==> src/include/csr_macros.svh <==
`ifndef CSR_MACROS_SVH
`define CSR_MACROS_SVH

`define CSR_ADDR_WIDTH 14
`define CSR_DATA_WIDTH 32

// privilege and exception registers
`define CSR_CRMD    14'h000
`define CSR_PRMD    14'h001
`define CSR_EUEN    14'h002
`define CSR_ECFG    14'h004
`define CSR_ESTAT   14'h005
`define CSR_ERA     14'h006
`define CSR_BADV    14'h007
`define CSR_EENTRY  14'h00c

// address space and identity
`define CSR_ASID    14'h018
`define CSR_CPUID   14'h020

`define CSR_SAVE0   14'h030
`define CSR_SAVE1   14'h031
`define CSR_SAVE2   14'h032
`define CSR_SAVE3   14'h033

// timer
`define CSR_TID     14'h040
`define CSR_TCFG    14'h041
`define CSR_TVAL    14'h042
`define CSR_TICLR   14'h044

`define CSR_CPUID_VALUE 32'h4c41_0001

// writable bits per register
`define CSR_CRMD_MASK   32'h0000_01ff
`define CSR_PRMD_MASK   32'h0000_0007
`define CSR_EUEN_MASK   32'h0000_0001
`define CSR_ECFG_MASK   32'h0000_1fff
`define CSR_ESTAT_MASK  32'h0000_0003
`define CSR_EENTRY_MASK 32'hffff_ffc0
`define CSR_ASID_MASK   32'h0000_03ff
`define CSR_FULL_MASK   32'hffff_ffff

`endif

==> src/rtl/csr_pkg.sv <==
`default_nettype none

`include "csr_macros.svh"

package csr_pkg;

    // register bus address and data
    typedef logic [`CSR_ADDR_WIDTH-1:0] csr_addr_t;
    typedef logic [`CSR_DATA_WIDTH-1:0] csr_data_t;

    // exception code fields as they sit in ESTAT
    typedef logic [5:0] ecode_t;
    typedef logic [8:0] esubcode_t;

endpackage

`default_nettype wire

==> src/rtl/csr_regfile.sv <==
`timescale 1ns/100ps
`default_nettype none

`include "csr_macros.svh"

module csr_regfile (
    input  wire                      clk,
    input  wire                      rst,

    input  wire                      wr_en,
    input  wire csr_pkg::csr_addr_t  wr_addr,
    input  wire csr_pkg::csr_data_t  wr_data,
    input  wire csr_pkg::csr_addr_t  rd_addr,
    output csr_pkg::csr_data_t       rd_data,

    output csr_pkg::csr_data_t       eentry,
    output csr_pkg::csr_data_t       tid
);
    import csr_pkg::*;

    logic [25:0] eentry_q;
    logic        euen_q;
    logic [9:0]  asid_q;
    csr_data_t   tid_q;
    csr_data_t   save_q [4];

    always_ff @(posedge clk)
    begin
        if (rst)
        begin
            eentry_q <= 26'b0;
            euen_q   <= 1'b0;
            asid_q   <= 10'b0;
            tid_q    <= '0;
        end
        else if (wr_en)
        begin
            case (wr_addr)
                `CSR_EENTRY: eentry_q <= wr_data[31:6];
                `CSR_EUEN:   euen_q   <= wr_data[0];
                `CSR_ASID:   asid_q   <= wr_data[9:0];
                `CSR_TID:    tid_q    <= wr_data;
                default:
                begin
                end
            endcase
        end
    end

    // scratch registers sit on four consecutive addresses
    always_ff @(posedge clk)
    begin
        if (wr_en)
        begin
            case (wr_addr)
                `CSR_SAVE0, `CSR_SAVE1, `CSR_SAVE2, `CSR_SAVE3:
                    save_q[wr_addr[1:0]] <= wr_data;
                default:
                begin
                end
            endcase
        end
    end

    always_comb
    begin
        case (rd_addr)
            `CSR_EENTRY: rd_data = {eentry_q, 6'b0};
            `CSR_EUEN:   rd_data = {31'b0, euen_q};
            `CSR_ASID:   rd_data = {22'b0, asid_q};
            `CSR_CPUID:  rd_data = `CSR_CPUID_VALUE;
            `CSR_SAVE0, `CSR_SAVE1, `CSR_SAVE2, `CSR_SAVE3:
                rd_data = save_q[rd_addr[1:0]];
            `CSR_TID:    rd_data = tid_q;
            default:     rd_data = '0;
        endcase
    end

    assign eentry = {eentry_q, 6'b0};
    assign tid    = tid_q;

endmodule

`default_nettype wire

==> src/rtl/csr_timer.sv <==
`timescale 1ns/100ps
`default_nettype none

`include "csr_macros.svh"

module csr_timer (
    input  wire                      clk,
    input  wire                      rst,

    input  wire                      wr_en,
    input  wire csr_pkg::csr_addr_t  wr_addr,
    input  wire csr_pkg::csr_data_t  wr_data,
    input  wire csr_pkg::csr_addr_t  rd_addr,
    output csr_pkg::csr_data_t       rd_data,

    output logic                     timer_irq,
    output logic [63:0]              stable_counter
);
    import csr_pkg::*;

    csr_data_t tcfg_q;
    csr_data_t tval_q;
    logic      timer_en_q;
    logic      timer_flag_q;
    logic      tcfg_we;
    logic      ticlr_we;
    logic      timer_fire;

    assign tcfg_we    = wr_en && (wr_addr == `CSR_TCFG);
    assign ticlr_we   = wr_en && (wr_addr == `CSR_TICLR) && wr_data[0];
    assign timer_fire = timer_en_q && (tval_q == '0);

    always_ff @(posedge clk)
    begin
        if (rst)
        begin
            tcfg_q       <= '0;
            timer_en_q   <= 1'b0;
            timer_flag_q <= 1'b0;
        end
        else
        begin
            if (tcfg_we)
            begin
                tcfg_q     <= wr_data;
                timer_en_q <= wr_data[0];
            end
            else if (timer_fire && !tcfg_q[1])
            begin
                // one-shot stops after it fires
                timer_en_q <= 1'b0;
            end

            if (ticlr_we)
                timer_flag_q <= 1'b0;
            else if (timer_fire)
                timer_flag_q <= 1'b1;
        end
    end

    always_ff @(posedge clk)
    begin
        if (tcfg_we)
            tval_q <= {wr_data[31:2], 2'b00};
        else if (timer_fire)
            tval_q <= tcfg_q[1] ? {tcfg_q[31:2], 2'b00} : '1;
        else if (timer_en_q)
            tval_q <= tval_q - 1'b1;
    end

    always_ff @(posedge clk)
    begin
        if (rst)
            stable_counter <= 64'b0;
        else
            stable_counter <= stable_counter + 64'd1;
    end

    // TICLR is write-only and falls to the default
    always_comb
    begin
        case (rd_addr)
            `CSR_TCFG: rd_data = tcfg_q;
            `CSR_TVAL: rd_data = tval_q;
            default:   rd_data = '0;
        endcase
    end

    assign timer_irq = timer_flag_q;

endmodule

`default_nettype wire

==> src/rtl/csr_top.sv <==
`timescale 1ns/100ps
`default_nettype none

module csr_top (
    input  wire                      clk,
    input  wire                      rst,

    input  wire                      wb_cyc,
    input  wire                      wb_stb,
    input  wire                      wb_we,
    input  wire csr_pkg::csr_addr_t  wb_adr,
    input  wire csr_pkg::csr_data_t  wb_dat_w,
    output csr_pkg::csr_data_t       wb_dat_r,
    output logic                     wb_ack,

    input  wire                      exc_valid,
    input  wire csr_pkg::ecode_t     exc_ecode,
    input  wire csr_pkg::esubcode_t  exc_esubcode,
    input  wire csr_pkg::csr_data_t  exc_pc,
    input  wire csr_pkg::csr_data_t  exc_badv,
    input  wire                      exc_badv_valid,
    input  wire                      ertn,

    input  wire [7:0]                hwi,
    input  wire                      ipi,

    output logic                     irq_pending,
    output logic [1:0]               plv,
    output csr_pkg::csr_data_t       era,
    output csr_pkg::csr_data_t       eentry,
    output csr_pkg::csr_data_t       tid,
    output logic [63:0]              stable_counter
);
    import csr_pkg::*;

    logic      wr_en;
    csr_addr_t wr_addr;
    csr_data_t wr_data;
    csr_addr_t rd_addr;
    csr_data_t rd_data_trap;
    csr_data_t rd_data_timer;
    csr_data_t rd_data_regs;
    logic      timer_irq;

    csr_wb_port u_wb_port (
        .clk           (clk),
        .rst           (rst),
        .wb_cyc        (wb_cyc),
        .wb_stb        (wb_stb),
        .wb_we         (wb_we),
        .wb_adr        (wb_adr),
        .wb_dat_w      (wb_dat_w),
        .wb_dat_r      (wb_dat_r),
        .wb_ack        (wb_ack),
        .wr_en         (wr_en),
        .wr_addr       (wr_addr),
        .wr_data       (wr_data),
        .rd_addr       (rd_addr),
        .rd_data_trap  (rd_data_trap),
        .rd_data_timer (rd_data_timer),
        .rd_data_regs  (rd_data_regs)
    );

    csr_trap_ctrl u_trap_ctrl (
        .clk            (clk),
        .rst            (rst),
        .wr_en          (wr_en),
        .wr_addr        (wr_addr),
        .wr_data        (wr_data),
        .rd_addr        (rd_addr),
        .rd_data        (rd_data_trap),
        .exc_valid      (exc_valid),
        .exc_ecode      (exc_ecode),
        .exc_esubcode   (exc_esubcode),
        .exc_pc         (exc_pc),
        .exc_badv       (exc_badv),
        .exc_badv_valid (exc_badv_valid),
        .ertn           (ertn),
        .hwi            (hwi),
        .ipi            (ipi),
        .timer_irq      (timer_irq),
        .irq_pending    (irq_pending),
        .plv            (plv),
        .era            (era)
    );

    csr_timer u_timer (
        .clk            (clk),
        .rst            (rst),
        .wr_en          (wr_en),
        .wr_addr        (wr_addr),
        .wr_data        (wr_data),
        .rd_addr        (rd_addr),
        .rd_data        (rd_data_timer),
        .timer_irq      (timer_irq),
        .stable_counter (stable_counter)
    );

    csr_regfile u_regfile (
        .clk     (clk),
        .rst     (rst),
        .wr_en   (wr_en),
        .wr_addr (wr_addr),
        .wr_data (wr_data),
        .rd_addr (rd_addr),
        .rd_data (rd_data_regs),
        .eentry  (eentry),
        .tid     (tid)
    );

endmodule

`default_nettype wire

==> src/rtl/csr_trap_ctrl.sv <==
`timescale 1ns/100ps
`default_nettype none

`include "csr_macros.svh"

module csr_trap_ctrl (
    input  wire                      clk,
    input  wire                      rst,

    input  wire                      wr_en,
    input  wire csr_pkg::csr_addr_t  wr_addr,
    input  wire csr_pkg::csr_data_t  wr_data,
    input  wire csr_pkg::csr_addr_t  rd_addr,
    output csr_pkg::csr_data_t       rd_data,

    input  wire                      exc_valid,
    input  wire csr_pkg::ecode_t     exc_ecode,
    input  wire csr_pkg::esubcode_t  exc_esubcode,
    input  wire csr_pkg::csr_data_t  exc_pc,
    input  wire csr_pkg::csr_data_t  exc_badv,
    input  wire                      exc_badv_valid,
    input  wire                      ertn,

    input  wire [7:0]                hwi,
    input  wire                      ipi,
    input  wire                      timer_irq,
    output logic                     irq_pending,

    output logic [1:0]               plv,
    output csr_pkg::csr_data_t       era
);
    import csr_pkg::*;

    logic [8:0]  crmd_q;
    logic [2:0]  prmd_q;
    logic [12:0] ecfg_q;
    logic [1:0]  estat_swi_q;
    logic [9:0]  estat_int_q;
    ecode_t      estat_ecode_q;
    esubcode_t   estat_esub_q;
    csr_data_t   era_q;
    csr_data_t   badv_q;
    csr_data_t   estat_rd;
    logic        crmd_we;
    logic        prmd_we;
    logic        ecfg_we;
    logic        estat_we;
    logic        era_we;
    logic        badv_we;

    assign crmd_we  = wr_en && (wr_addr == `CSR_CRMD);
    assign prmd_we  = wr_en && (wr_addr == `CSR_PRMD);
    assign ecfg_we  = wr_en && (wr_addr == `CSR_ECFG);
    assign estat_we = wr_en && (wr_addr == `CSR_ESTAT);
    assign era_we   = wr_en && (wr_addr == `CSR_ERA);
    assign badv_we  = wr_en && (wr_addr == `CSR_BADV);

    // exception entry, then return, then software write
    always_ff @(posedge clk)
    begin
        if (rst)
        begin
            crmd_q <= 9'h008;
            prmd_q <= 3'b0;
        end
        else if (exc_valid)
        begin
            prmd_q      <= crmd_q[2:0];
            crmd_q[2:0] <= 3'b0;
        end
        else if (ertn)
        begin
            crmd_q[2:0] <= prmd_q;
        end
        else
        begin
            if (crmd_we)
                crmd_q <= wr_data[8:0];
            if (prmd_we)
                prmd_q <= wr_data[2:0];
        end
    end

    always_ff @(posedge clk)
    begin
        if (rst)
        begin
            ecfg_q        <= 13'b0;
            estat_swi_q   <= 2'b0;
            estat_int_q   <= 10'b0;
            estat_ecode_q <= '0;
            estat_esub_q  <= '0;
        end
        else
        begin
            estat_int_q <= {ipi, timer_irq, hwi};
            if (ecfg_we)
                ecfg_q <= wr_data[12:0];
            if (estat_we)
                estat_swi_q <= wr_data[1:0];
            if (exc_valid)
            begin
                estat_ecode_q <= exc_ecode;
                estat_esub_q  <= exc_esubcode;
            end
        end
    end

    always_ff @(posedge clk)
    begin
        if (exc_valid)
            era_q <= exc_pc;
        else if (era_we)
            era_q <= wr_data;

        if (exc_valid && exc_badv_valid)
            badv_q <= exc_badv;
        else if (badv_we)
            badv_q <= wr_data;
    end

    // bit 10 is reserved
    assign estat_rd = {1'b0, estat_esub_q, estat_ecode_q, 3'b0,
                       estat_int_q[9:8], 1'b0, estat_int_q[7:0], estat_swi_q};

    always_comb
    begin
        case (rd_addr)
            `CSR_CRMD:  rd_data = {23'b0, crmd_q};
            `CSR_PRMD:  rd_data = {29'b0, prmd_q};
            `CSR_ECFG:  rd_data = {19'b0, ecfg_q};
            `CSR_ESTAT: rd_data = estat_rd;
            `CSR_ERA:   rd_data = era_q;
            `CSR_BADV:  rd_data = badv_q;
            default:    rd_data = '0;
        endcase
    end

    assign irq_pending = crmd_q[2] && ((estat_rd[12:0] & ecfg_q) != 13'b0);
    assign plv         = crmd_q[1:0];
    assign era         = era_q;

endmodule

`default_nettype wire

==> src/rtl/csr_wb_port.sv <==
`timescale 1ns/100ps
`default_nettype none

module csr_wb_port (
    input  wire                      clk,
    input  wire                      rst,

    input  wire                      wb_cyc,
    input  wire                      wb_stb,
    input  wire                      wb_we,
    input  wire csr_pkg::csr_addr_t  wb_adr,
    input  wire csr_pkg::csr_data_t  wb_dat_w,
    output csr_pkg::csr_data_t       wb_dat_r,
    output logic                     wb_ack,

    output logic                     wr_en,
    output csr_pkg::csr_addr_t       wr_addr,
    output csr_pkg::csr_data_t       wr_data,
    output csr_pkg::csr_addr_t       rd_addr,

    input  wire csr_pkg::csr_data_t  rd_data_trap,
    input  wire csr_pkg::csr_data_t  rd_data_timer,
    input  wire csr_pkg::csr_data_t  rd_data_regs
);
    import csr_pkg::*;

    logic      req_open;
    csr_data_t rd_data_all;

    // a request stays open until the ack cycle, which closes it for one cycle
    assign req_open = wb_cyc && wb_stb && !wb_ack;

    // blocks return zero outside their own addresses
    assign rd_data_all = rd_data_trap | rd_data_timer | rd_data_regs;

    // write strobe lands on the edge where ack rises
    assign wr_en   = req_open && wb_we;
    assign wr_addr = wb_adr;
    assign wr_data = wb_dat_w;
    assign rd_addr = wb_adr;

    always_ff @(posedge clk)
    begin
        if (rst)
        begin
            wb_ack <= 1'b0;
        end
        else
        begin
            wb_ack <= req_open;
        end
    end

    // captures the pre-edge register value
    always_ff @(posedge clk)
    begin
        if (req_open && !wb_we)
        begin
            wb_dat_r <= rd_data_all;
        end
    end

endmodule

`default_nettype wire

==> config.mk <==
export PLATFORM = sky130hd
export DESIGN_NAME = csr_top
export DESIGN_NICKNAME = d
export VERILOG_FILES = /design/src/rtl/csr_pkg.sv /design/src/rtl/csr_regfile.sv /design/src/rtl/csr_timer.sv /design/src/rtl/csr_top.sv /design/src/rtl/csr_trap_ctrl.sv /design/src/rtl/csr_wb_port.sv
export VERILOG_INCLUDE_DIRS = /design/src /design/src/include
export SDC_FILE = /design/constraint.sdc
export NUM_CORES = 1
export LEC_CHECK = 0
export BUFFER_PORTS_ARGS = -buffer_cell sky130_fd_sc_hd__buf_2
export CAP_MARGIN = 5
export CORE_MARGIN = 2
export CORE_UTILIZATION = 35
export DETAILED_ROUTE_END_ITERATION = 8
export REMOVE_ABC_BUFFERS = 1
export SLEW_MARGIN = 0
export SYNTH_ARGS = -nofsm -noshare
export SYNTH_HDL_FRONTEND = slang
export SYNTH_HIERARCHICAL = 1
export SYNTH_SLANG_ARGS = --single-unit
==> constraint.sdc <==
create_clock -name clk -period 11.9 [get_ports clk]
set_clock_uncertainty 0.2 [all_clocks]
set_input_delay 0.595 -clock clk [delete_from_list [all_inputs] [get_ports clk]]
set_output_delay 0.595 -clock clk [all_outputs]
set_load 0.005 [all_outputs]
==> flow_metrics.py <==
metrics = {
    "power": {
        "p_comb_share_pct": 4.9,
        "leakagePower_nw": 9.72,
        "p_switching_w": 0.000807,
        "pwr-share-clk_pct": 45.6,
        "ir_worst_vdd_v": 0.000100,
        "pwr-share-seq_pct": 49.5,
        "sw_frac_of_total_pct": 22.5,
        "powerDensity_nw_per_um2": 138,
        "p_int_w": 0.00279,
    },
    "place": {
        "hpwl_um": 46000,
        "dpl_worst_slack_ns": 7.93,
        "portBuffers": 331,
        "dpl-instance-area_um2": 24200,
        "dp.cells": 2955,
        "place_congestion": 0.883,
    },
    "logic_synthesis": {
        "yosysWarnings": 6,
        "synth.distinct_cells": 78,
        "synth_top_family_by_area": "simple AND/OR/NAND/NOR gates",
        "synth_edf_count": 254,
        "ys_ff_latch": 476,
        "yosys.area_share.simple_pct": 16.5,
        "synth.top_cell.area_share_pct": 34.3,
        "synth_cells": 1929,
        "ys_async_sr_fraction_pct": 0,
        "yosysSeqAreaShare_pct": 54.3,
        "ys.flop_type": "edfxtp_1",
        "synthTopCellsByArea": "edfxtp_1, dfxtp_1, mux2i_1",
        "synth_compound_area_share_pct": 10.5,
        "synth.largest_area_cell": "edfxtp_1",
        "synth_mux_area_share_pct": 11.0,
        "synth_area_um2": 22200,
        "synthAdderAreaFrac_pct": 0.113,
        "synthXorXnorAreaFrac_pct": 2.25,
        "syn_avg_cell_area_um2": 11.5,
    },
    "clock_network": {
        "h-tree-depth": 2,
        "cts_root_buffer": "clkbuf_16",
        "cts_sinks": 476,
        "cts_buffer_depth": 3,
        "path_clk_slew_ns": 0.06,
        "cts_hold_buf": 13,
        "post_cts_buffers": 0,
        "cts_tree": "done",
        "post_cts_resized": 0,
        "cts_buffers": 52,
        "clk_latency_ns": 0.61,
    },
    "setup_path": {
        "critPathBufInv": 1,
        "critical_path_depth": 5,
        "critPathMaxFanout": 21,
        "reg2reg_depth": 5,
        "worstPathCellList": "and4b_1 > nor4b_2 > nand4_1 > nor3_2 > buf_4",
        "critical_path.top_delay_family": "simple AND/OR/NAND/NOR gates",
        "crit_path_end": "u_regfile/save_q[1][8]$_DFFE_PP_",
        "reg2reg_from": "u_wb_port/wb_ack$_SDFF_PP0_",
        "r2r_end": "u_regfile/save_q[1][8]$_DFFE_PP_",
        "r2r_slack_ns": 8.31,
        "setup.worst_path.start": "u_wb_port/wb_ack$_SDFF_PP0_",
        "startpoint_type": "flop",
        "critical-path-slowest-cell": "nor3_2",
        "cp.arrival_ns": 3.66,
        "cp.required_ns": 11.97,
        "cp-end-kind": "flop",
        "path_class": "reg -> reg",
        "cpPeakStageDelay_ns": 1.03,
    },
    "route": {
        "drtAntennaViolNets": 0,
        "first_pass_iters": 5,
        "drtIter0Drc": 1371,
        "drc": 0,
        "routed_via_density": 5.52,
        "routed_wl_um": 68700,
        "vias": 16900,
        "wire_per_inst_um": 22.4,
    },
    "sta": {
        "holdWs_ns": 0.0295,
        "finalHoldViolCount": 0,
        "period_needed_ns": 3.59,
        "slew_headroom_pct": 18.6,
        "fin_setup_tns_ns": 0,
        "post-route-period-util_pct": 30.2,
        "max_freq_ghz": 0.278,
        "tightestPinTransition_ns": 1.21,
        "worst_slack_ns": 8.31,
        "setup_violations": 0,
        "drv_slew": 0,
        "grt_setup_unrepaired": "no",
    },
    "floorplanning": {
        "num_rows": 92,
        "die_area_um2": 65500,
        "die_h_um": 256,
        "die_x_um": 256,
        "core_area_um2": 63000,
        "initial_utilization_pct": 35.3,
        "io_pins": 338,
    },
    "global_routing": {
        "grt-ovfl-total": 0,
        "grt_max_degree": 82,
        "grt_use_total_pct": 20.3,
        "antenna_found_initial": 10,
        "grt_pass1_vias": 16600,
        "grt_pass1_wl_um": 103000,
    },
    "layout": {
        "nets": 2320,
        "stdcell_area_um2": 26100,
        "fillerInstances": 6027,
        "synthToLayoutAreaGrowth_pct": 17.3,
        "layout-drive-gt1-share_pct": 26.7,
        "final_cell_mix": "buf_2, edfxtp_1, dfxtp_1",
        "layout_commonest_cell": "buf_2",
        "stdcell_count": 3070,
    },
    "hold_path": {
        "hold_depth": 3,
        "hp-class": "in -> reg",
    },
    "flow_run": {
        "maxCapViolCount": 0,
    },
    "outcome": {
        "outcome": "completed",
    },
}
## power groups by stage
stage          logic (W)  registers [W]  clock network [W]
3_3_place_gp    0.000172        0.00181                  0
2_1_floorplan  0.0000583        0.00181                  0
3_5_place_dp    0.000175        0.00181                  0
6_report        0.000177        0.00178            0.00164
4_1_cts         0.000179        0.00178            0.00167
5_1_grt         0.000191        0.00178            0.00174
## final cells by class
type	instances	area (µm²)	share of cell area (%)
timing repair buffer	372	2010	7.69
sequential	476	12100	46.3
antenna	4	10.0	0.0384
clock inverter	22	219	0.840
tap	846	1060	4.06
inverter	27	101	0.389
multi-input combinational	1247	9090	34.9
clock buffer	76	1520	5.84
## worst min-delay path: stages
cell and delay (ns):
buf_2 0.08, mux2i_1 0.06, nor2_1 0.08
## worst min-delay path by stage
stage / startpoint / to / slack [ns]
finish: exc_ecode[2] / u_trap_ctrl/estat_ecode_q[2]$_SDFFE_PP0P_ / 0.03
detailed placement: u_timer/stable_counter[0]$_SDFF_PP0_ / u_timer/stable_counter[0]$_SDFF_PP0_ / 0.25
global route: hwi[7] / u_trap_ctrl/estat_int_q[7]$_SDFF_PP0_ / 0.03
floorplan: u_timer/tcfg_q[0]$_SDFFE_PP0P_ / u_timer/tcfg_q[0]$_SDFFE_PP0P_ / 0.23
CTS: exc_ecode[0] / u_trap_ctrl/estat_ecode_q[0]$_SDFFE_PP0P_ / 0.001
global placement: u_timer/stable_counter[0]$_SDFF_PP0_ / u_timer/stable_counter[0]$_SDFF_PP0_ / 0.24
## per-stage QoR
stage | utilization, % | total power (W)
6_report | 41.4 | 0.00359
5_1_grt | 41.4 | 0.00371
4_1_cts | 41.4 | 0.00363
3_5_place_dp | 38.4 | 0.00199
3_3_place_gp | 38.4 | 0.00198
2_1_floorplan | - | 0.00186
## logic make-up after synthesis
family	after synthesis
AOI/OAI and AO/OA	339
xor gates and xnor gates	57
adders and majority gates	2
buffers and inverters	211
DFF	476
muxes	196
other	1
and+or+nand+nor	647
## metal layers
layer / routed length [µm] / global-route usage, %
met4: 1990 / 6.29
met2: 33200 / 34.0
met3: 5450 / 5.25
met5: 76 / 0
met1: 28000 / 25.7
## Yosys cell counts (all sizes together) (28+ instances only)
cell type / count
a21oi: 103
a221o: 34
a22o: 56
and2: 28
buf: 117
clkbuf: 67
dfxtp: 222
edfxtp: 254
mux2: 70
mux2i: 94
mux4: 32
nand2: 105
nand3: 50
nand4: 54
nor2: 171
nor3: 42
nor4: 36
o21ai: 49
or3: 47
xor2: 30
## sequential cells by signal, indices dropped and copies added, names as in the netlist
register                   cells
u_regfile/save_q             128
u_timer/stable_counter        64
u_regfile/tid                 32
u_timer/tcfg_q                32
u_timer/tval_q                32
u_trap_ctrl/badv_q            32
u_trap_ctrl/era               32
u_wb_port/wb_dat_r            32
u_regfile/eentry_q            26
u_trap_ctrl/ecfg_q            13
u_regfile/asid_q              10
u_trap_ctrl/estat_int_q       10
u_trap_ctrl/crmd_q             9
u_trap_ctrl/estat_esub_q       9
u_trap_ctrl/estat_ecode_q      6
u_trap_ctrl/prmd_q             3
u_trap_ctrl/estat_swi_q        2
u_regfile/euen_q               1
u_timer/timer_en_q             1
u_timer/timer_irq              1
u_wb_port/wb_ack               1
No activity file was read; power rests on OpenSTA's default activity.
